[src/noc_rr_params.svh]
// mesh router arbitration parameters

`ifndef NOC_RR_PARAMS_SVH
`define NOC_RR_PARAMS_SVH

// router port count
`define NOC_PORTS 5

// inputs competing for one output, all ports except the own one
`define NOC_CANDS 4

// next-hop code width
`define NOC_ADDR_W 3

// next-hop direction codes
`define NOC_DIR_N 3'd0
`define NOC_DIR_S 3'd1
`define NOC_DIR_W 3'd2
`define NOC_DIR_E 3'd3
`define NOC_DIR_L 3'd4

// no packet waiting on this input
`define NOC_DIR_NONE 3'd7

`endif

[src/noc_rr_pkg.sv]
// mesh router arbitration types

`include "noc_rr_params.svh"

package noc_rr_pkg;

  // next-hop direction code of one input
  typedef logic [`NOC_ADDR_W-1:0] nexthop_t;

  // one bit per router port
  // bit 4 is north, then south, west, east, local at bit 0
  typedef logic [`NOC_PORTS-1:0] port_vec_t;

  // one bit per competing input inside a processor
  typedef logic [`NOC_CANDS-1:0] cand_vec_t;

  // slot position in the round-robin order
  typedef logic [$clog2(`NOC_CANDS)-1:0] cand_idx_t;

endpackage

[src/rr_comparator.sv]
// next-hop request comparator

`timescale 1ns/1ns

`include "noc_rr_params.svh"

module rr_comparator #(
  parameter int OUT_DIR = `NOC_DIR_N
) (
  input  noc_rr_pkg::nexthop_t  cand0_nexthop_i,
  input  noc_rr_pkg::nexthop_t  cand1_nexthop_i,
  input  noc_rr_pkg::nexthop_t  cand2_nexthop_i,
  input  noc_rr_pkg::nexthop_t  cand3_nexthop_i,
  output noc_rr_pkg::cand_vec_t req_o
);

  // code an input must carry to ask for this output
  localparam noc_rr_pkg::nexthop_t OWN_CODE = noc_rr_pkg::nexthop_t'(OUT_DIR);

  // slot i requests when its next hop is this output
  // NONE is 7 and never equals a real direction
  always_comb begin
    req_o[0] = (cand0_nexthop_i == OWN_CODE);
    req_o[1] = (cand1_nexthop_i == OWN_CODE);
    req_o[2] = (cand2_nexthop_i == OWN_CODE);
    req_o[3] = (cand3_nexthop_i == OWN_CODE);
  end

endmodule

[src/rr_priority_register.sv]
// round-robin order pointer

`timescale 1ns/1ns

module rr_priority_register (
  input  logic                  clk,
  input  logic                  rst_i,
  input  logic                  change_order_i,
  output noc_rr_pkg::cand_idx_t order_ptr_o
);

  noc_rr_pkg::cand_idx_t order_ptr;

  // starting slot of the priority scan
  // the 2-bit counter wraps from 3 back to 0 by itself
  always_ff @(posedge clk) begin
    if (rst_i) begin
      order_ptr <= '0;
    end else if (change_order_i) begin
      order_ptr <= order_ptr + noc_rr_pkg::cand_idx_t'(1);
    end
  end

  assign order_ptr_o = order_ptr;

  // pointer holds when no strobe arrives
  a_ptr_hold: assert property (
    @(posedge clk) disable iff (rst_i)
    !change_order_i |=> $stable(order_ptr_o)
  );

endmodule

[src/rr_grant_encoder.sv]
// rotated priority grant encoder

`timescale 1ns/1ns

`include "noc_rr_params.svh"

module rr_grant_encoder #(
  parameter int OUT_DIR = `NOC_DIR_N
) (
  input  logic                  clk,
  input  noc_rr_pkg::cand_vec_t req_i,
  input  noc_rr_pkg::cand_idx_t order_ptr_i,
  output noc_rr_pkg::port_vec_t grant_o,
  output logic                  to_cs_o
);

  // grant bit of this output's own port, never set
  localparam int OWN_BIT = `NOC_PORTS - 1 - OUT_DIR;

  logic [2*`NOC_CANDS-1:0] req_dbl;
  noc_rr_pkg::cand_vec_t   rot_req;
  noc_rr_pkg::cand_idx_t   win_off;
  noc_rr_pkg::cand_idx_t   win_slot;
  logic                    win_found;
  noc_rr_pkg::cand_vec_t   cand_grant;

  // rotate requests so the pointer slot lands at offset 0
  assign req_dbl = {req_i, req_i};
  assign rot_req = req_dbl[order_ptr_i +: `NOC_CANDS];

  // lowest requesting offset wins
  always_comb begin
    win_found = 1'b0;
    win_off   = '0;
    for (int k = `NOC_CANDS - 1; k >= 0; k--) begin
      if (rot_req[k]) begin
        win_found = 1'b1;
        win_off   = noc_rr_pkg::cand_idx_t'(k);
      end
    end
  end

  // back to the unrotated slot, modulo 4
  assign win_slot   = order_ptr_i + win_off;
  assign cand_grant = win_found ? (noc_rr_pkg::cand_vec_t'(1) << win_slot) : '0;
  assign to_cs_o    = win_found;

  // slots skip the own direction, so slots at or past it shift up one port
  for (genvar i = 0; i < `NOC_CANDS; i++) begin : g_slot_map
    localparam int SLOT_DIR = (i < OUT_DIR) ? i : i + 1;
    assign grant_o[`NOC_PORTS-1-SLOT_DIR] = cand_grant[i];
  end

  assign grant_o[OWN_BIT] = 1'b0;

  a_grant_onehot: assert property (
    @(posedge clk) $onehot0(grant_o)
  );

  a_to_cs_match: assert property (
    @(posedge clk) to_cs_o == (grant_o != '0)
  );

  // no U-turn back into the own port
  a_no_uturn: assert property (
    @(posedge clk) !grant_o[OWN_BIT]
  );

endmodule

[src/rr_processor.sv]
// output port round-robin processor

`timescale 1ns/1ns

`include "noc_rr_params.svh"

module rr_processor #(
  parameter int OUT_DIR = `NOC_DIR_N
) (
  input  logic                  clk,
  input  logic                  rst_i,
  input  noc_rr_pkg::nexthop_t  cand0_nexthop_i,
  input  noc_rr_pkg::nexthop_t  cand1_nexthop_i,
  input  noc_rr_pkg::nexthop_t  cand2_nexthop_i,
  input  noc_rr_pkg::nexthop_t  cand3_nexthop_i,
  input  logic                  change_order_i,
  output noc_rr_pkg::port_vec_t grant_o,
  output logic                  to_cs_o
);

  noc_rr_pkg::cand_vec_t req;
  noc_rr_pkg::cand_idx_t order_ptr;

  // which of the four other inputs want this output
  rr_comparator #(
    .OUT_DIR (OUT_DIR)
  ) rr_comparator_inst (
    .cand0_nexthop_i (cand0_nexthop_i),
    .cand1_nexthop_i (cand1_nexthop_i),
    .cand2_nexthop_i (cand2_nexthop_i),
    .cand3_nexthop_i (cand3_nexthop_i),
    .req_o           (req)
  );

  // rotating start slot
  rr_priority_register rr_priority_register_inst (
    .clk            (clk),
    .rst_i          (rst_i),
    .change_order_i (change_order_i),
    .order_ptr_o    (order_ptr)
  );

  // winner and crossbar valid
  rr_grant_encoder #(
    .OUT_DIR (OUT_DIR)
  ) rr_grant_encoder_inst (
    .clk         (clk),
    .req_i       (req),
    .order_ptr_i (order_ptr),
    .grant_o     (grant_o),
    .to_cs_o     (to_cs_o)
  );

  // without a strobe and with unchanged next hops the grant must not move
  a_grant_held: assert property (
    @(posedge clk) disable iff (rst_i)
    (!change_order_i ##1
      $stable({cand0_nexthop_i, cand1_nexthop_i, cand2_nexthop_i, cand3_nexthop_i}))
    |-> $stable(grant_o)
  );

  // a strobe with one lone requester leaves that requester granted
  a_single_req: assert property (
    @(posedge clk) disable iff (rst_i)
    ($onehot(req) ##1 $stable(req)) |-> $stable(grant_o)
  );

endmodule

[src/rr_arbiter_top.sv]
// five port router switch arbiter

`timescale 1ns/1ns

`include "noc_rr_params.svh"

module rr_arbiter_top (
  input  logic                  clk,
  input  logic                  rst_i,
  input  noc_rr_pkg::nexthop_t  n_nexthop_i,
  input  noc_rr_pkg::nexthop_t  s_nexthop_i,
  input  noc_rr_pkg::nexthop_t  w_nexthop_i,
  input  noc_rr_pkg::nexthop_t  e_nexthop_i,
  input  noc_rr_pkg::nexthop_t  l_nexthop_i,
  input  noc_rr_pkg::port_vec_t change_order_i,
  output noc_rr_pkg::port_vec_t n_grant_o,
  output logic                  n_to_cs_o,
  output noc_rr_pkg::port_vec_t s_grant_o,
  output logic                  s_to_cs_o,
  output noc_rr_pkg::port_vec_t w_grant_o,
  output logic                  w_to_cs_o,
  output noc_rr_pkg::port_vec_t e_grant_o,
  output logic                  e_to_cs_o,
  output noc_rr_pkg::port_vec_t l_grant_o,
  output logic                  l_to_cs_o
);

  // north output, candidates S W E L
  rr_processor #(.OUT_DIR(`NOC_DIR_N)) rr_processor_n_inst (
    .clk             (clk),
    .rst_i           (rst_i),
    .cand0_nexthop_i (s_nexthop_i),
    .cand1_nexthop_i (w_nexthop_i),
    .cand2_nexthop_i (e_nexthop_i),
    .cand3_nexthop_i (l_nexthop_i),
    .change_order_i  (change_order_i[`NOC_PORTS-1-`NOC_DIR_N]),
    .grant_o         (n_grant_o),
    .to_cs_o         (n_to_cs_o)
  );

  // south output, candidates N W E L
  rr_processor #(.OUT_DIR(`NOC_DIR_S)) rr_processor_s_inst (
    .clk             (clk),
    .rst_i           (rst_i),
    .cand0_nexthop_i (n_nexthop_i),
    .cand1_nexthop_i (w_nexthop_i),
    .cand2_nexthop_i (e_nexthop_i),
    .cand3_nexthop_i (l_nexthop_i),
    .change_order_i  (change_order_i[`NOC_PORTS-1-`NOC_DIR_S]),
    .grant_o         (s_grant_o),
    .to_cs_o         (s_to_cs_o)
  );

  // west output, candidates N S E L
  rr_processor #(.OUT_DIR(`NOC_DIR_W)) rr_processor_w_inst (
    .clk             (clk),
    .rst_i           (rst_i),
    .cand0_nexthop_i (n_nexthop_i),
    .cand1_nexthop_i (s_nexthop_i),
    .cand2_nexthop_i (e_nexthop_i),
    .cand3_nexthop_i (l_nexthop_i),
    .change_order_i  (change_order_i[`NOC_PORTS-1-`NOC_DIR_W]),
    .grant_o         (w_grant_o),
    .to_cs_o         (w_to_cs_o)
  );

  // east output, candidates N S W L
  rr_processor #(.OUT_DIR(`NOC_DIR_E)) rr_processor_e_inst (
    .clk             (clk),
    .rst_i           (rst_i),
    .cand0_nexthop_i (n_nexthop_i),
    .cand1_nexthop_i (s_nexthop_i),
    .cand2_nexthop_i (w_nexthop_i),
    .cand3_nexthop_i (l_nexthop_i),
    .change_order_i  (change_order_i[`NOC_PORTS-1-`NOC_DIR_E]),
    .grant_o         (e_grant_o),
    .to_cs_o         (e_to_cs_o)
  );

  // local output, candidates N S W E
  rr_processor #(.OUT_DIR(`NOC_DIR_L)) rr_processor_l_inst (
    .clk             (clk),
    .rst_i           (rst_i),
    .cand0_nexthop_i (n_nexthop_i),
    .cand1_nexthop_i (s_nexthop_i),
    .cand2_nexthop_i (w_nexthop_i),
    .cand3_nexthop_i (e_nexthop_i),
    .change_order_i  (change_order_i[`NOC_PORTS-1-`NOC_DIR_L]),
    .grant_o         (l_grant_o),
    .to_cs_o         (l_to_cs_o)
  );

endmodule

[config.mk]
export PLATFORM = sky130hd
export DESIGN_NAME = rr_arbiter_top
export DESIGN_NICKNAME = d
export VERILOG_FILES = /design/src/noc_rr_pkg.sv /design/src/rr_comparator.sv /design/src/rr_priority_register.sv /design/src/rr_grant_encoder.sv /design/src/rr_processor.sv /design/src/rr_arbiter_top.sv
export VERILOG_INCLUDE_DIRS = /design/src
export SDC_FILE = /design/constraint.sdc
export NUM_CORES = 1
export LEC_CHECK = 0
export ABC_AREA = 1
export BUFFER_PORTS_ARGS = -buffer_cell sky130_fd_sc_hd__buf_2
export CORE_ASPECT_RATIO = 1.4
export CORE_MARGIN = 2
export CORE_UTILIZATION = 53
export DETAILED_ROUTE_END_ITERATION = 16
export GPL_ROUTABILITY_DRIVEN = 0
export PLACE_DENSITY_LB_ADDON = 0.25
export SYNTH_ARGS = -nofsm -noshare
export SYNTH_HDL_FRONTEND = slang
export SYNTH_SLANG_ARGS = --single-unit
[constraint.sdc]
create_clock -name clk -period 2.3 [get_ports clk]
set_input_delay 0.23 -clock clk [delete_from_list [all_inputs] [get_ports clk]]
set_output_delay 0.23 -clock clk [all_outputs]
set_load 0.01 [all_outputs]
==> run_results.csv <==
group,metric,value,unit
run_status,status,"complete, but fails checks",
run_status,failed_checks,"negative setup slack",
routing,drt_pre_antenna_iters,4,
placed_design,port_buffers,46,
logic_synthesis,syn_avg_cell_area,5.55,µm²
routing,drc_errors,0,
timing,worst_slack,-0.0342,ns
logic_synthesis,ys_top_cells_by_area,"nand2_1, nand3_1, dfxtp_1",
logic_synthesis,syn_area,1750,µm²
critical_path,endpoint_kind,"output port",
logic_synthesis,yosysTopAreaCell,"nand2_1",
cells_and_area,seq_area,223,µm²
power,max-vdd-ir-drop,339,µV
clock_network,numCtsBuffers,3,
floorplanning,start_util,0.560,
logic_synthesis,syn_inst,315,
routing,final_antenna_net_count,0,
timing,timing.final.crit_share,1.01,
floorplanning,dieArea,3780,µm²
cells_and_area,multi_input_area,1450,µm²
power,finalPower,1.12,mW
floorplanning,num_io_pins,52,
grt,antenna_found_initial,0,
power,clkPwrFrac,0.174,
clock_network,htreeDepth,1,
critical_path,worst_ep_arrival_time,2.10,ns
clock_network,root_buffer,"clkbuf_8",
logic_synthesis,ys_ff_latch,10,
routing,drt-initial-drc-count,46,
grt,grt_max_degree,11,
power,p_per_area,489,nW/µm²
clock_network,clkSinkCount,10,
cells_and_area,final_net_count,401,
timing,tns,-0.0853,ns
critical_path,rr_worst_depth,6,
clock_network,worstSkewPairLatency,0.24,ns
worst_hold_path,min_path_type,"in -> reg",
cells_and_area,drive_gt1_frac,0.449,
critical_path,crit_type,"reg -> out",
critical_path,reg2reg_setup_slack,1.32,ns
power,p_int,583,µW
clock_network,cts_max_path_buffers,2,
power,swShare,0.478,
logic_synthesis,ys_warn_count,0,
floorplanning,fp.dieW,52.5,µm
grt,overflow,0,
critical_path,critPathLaunchType,"flop",
cells_and_area,antenna_cells,0,
power,pwr-share-comb,0.636,
critical_path,crit_required,2.07,ns
routing,wirelength,4.71,mm
routing,viasPerCell,5.32,
timing,hold_viol,0,
timing,finalCriticalPeriod,2.33,ns
floorplanning,row_count,24,
power,switchingPower,533,µW
clock_network,cts_tree,"yes",
power,seqPwrFrac,0.190,
cells_and_area,areaGrowthSynthToFinish,30.4,%
routing,routed-via-count,2187,
cells_and_area,fillers,310,
logic_synthesis,netlist.area_leader.share,0.191,
placed_design,pre_cts_ws,0.0663,ns
logic_synthesis,yosysSeqAreaShare,0.115,
floorplanning,core_area,3120,µm²
timing,setup_viol,7,
run,cap_violations,0,
placed_design,hpwlAfterDp,3.35,mm
logic_synthesis,synth_cell_types,25,
cells_and_area,layout_common_cells,"nand2_1, buf_2, nand2_2",
timing,finalClockSkew,0.00528,ns
cells_and_area,final_common_cell,"nand2_1",
worst_hold_path,hold_depth,3,
clock_network,path_clk_slew,0.05,ns
routing,routedWlPerCell,11.5,µm
grt,grt_pass1_vias,1889,
worst_hold_path,hold_start,"change_order_i[3]",
timing,rsz0062_at_grt,"true",
grt,grt_pass1_wl,7.16,mm
timing,drv_slew,0,
grt,grtUsageTotal,0.235,
floorplanning,die_h,72.0,µm
power,total_leakage_power,1.27,nW
critical_path,cp_max_fo,6,
clock_network,cts_hold_buf,0,
timing,max_freq,428,MHz
-- layer usage --
| layer | track usage | vias up | share of wire |
|---|---|---|---|
| met5 | 0 | - | 0 |
| met4 | 0.0570 | 0 | 0.013 |
| met3 | 0.0309 | 10 | 0.037 |
| met2 | 0.453 | 45 | 0.55 |
| met1 | 0.262 | 1010 | 0.40 |
| li1 | - | 1122 | - |
-- worst max-delay path, stage by stage, from the launching register on --
cell and delay [ns]:
dfxtp_4 0.39, inv_4 0.06, nand3_2 0.07, nand2_2 0.07, o21ai_2 0.17, a31oi_1 0.11
nor2_1 0.13, ha_2 0.21, xor2_2 0.17, inv_1 0.07, nand3_2 0.10, nand2_2 0.07
nor2_1 0.10, buf_2 0.13
-- logic make-up (layout without fill, tap and decap cells) --
group,after synthesis,count (layout),synth area share
adders and majority gates,5,5,0.0358
DFF,10,10,0.115
AOI/OAI and AO/OA,17,17,0.0566
buffers and inverters,52,105,0.127
xor gates and xnor gates,5,5,0.0251
and+or+nand+nor,225,225,0.639
other,1,5,0.00215
-- state kept, by name (all words and copies together), names as in the netlist --
name                                                       count
rr_processor_l_inst.rr_priority_register_inst.order_ptr_o      2
rr_processor_e_inst.rr_priority_register_inst.order_ptr_o      2
rr_processor_n_inst.rr_priority_register_inst.order_ptr_o      2
rr_processor_w_inst.rr_priority_register_inst.order_ptr_o      2
rr_processor_s_inst.rr_priority_register_inst.order_ptr_o      2
-- worst max path at each step --
stage	end	depth (start not counted)
after floorplan	n_grant_o[0]	12
after global placement	s_grant_o[4]	14
after detailed placement	n_grant_o[3]	14
after CTS	e_grant_o[4]	13
after global routing	l_grant_o[4]	14
final	n_grant_o[3]	13
-- what timing repair did --
item / 4_1_cts / 5_1_grt
buffers inserted: 2 / 10
setup endpoints to repair: 16 / 20
resized for setup: 11 / 43
pin swaps: 1 / 35
-- power by group through the flow --
stage,Combinational (mW),Clock (mW),Sequential (mW)
3_3_place_gp,0.606,0,0.213
2_1_floorplan,0.462,0,0.202
4_1_cts,0.630,0.194,0.210
5_1_grt,0.791,0.207,0.213
3_5_place_dp,0.618,0,0.213
6_report,0.710,0.194,0.212
-- final cells by class --
class,count,area share
clock buffer,3,0.0181
inverter,41,0.0730
multi-input combinational,257,0.636
sequential,10,0.0977
tap,39,0.0214
timing repair buffer,61,0.154
-- per-stage QoR --
step / util / hold slack (ns) / instance area (µm²) / cells
global route: 0.730 / 0.279 / 2280 / 411
CTS: 0.666 / 0.256 / 2080 / 401
global placement: 0.639 / 0.508 / 2000 / 396
finish: 0.730 / 0.256 / 2280 / 411
floorplan: - / 0.397 / 1760 / 319
detailed placement: 0.639 / 0.516 / 2000 / 396
-- synthesized netlist by cell type (all sizes together) --
cell / number
clkbuf: 2
dfxtp: 10
ha: 5
nand3: 51
o21ai: 2
nor3: 10
xor2: 5
buf: 9
nor2: 40
conb: 1
nand2: 115
inv: 41
a31oi: 5
nand4: 8
a21oi: 10
nand3b: 1
Power figures use the tool's default switching activity.
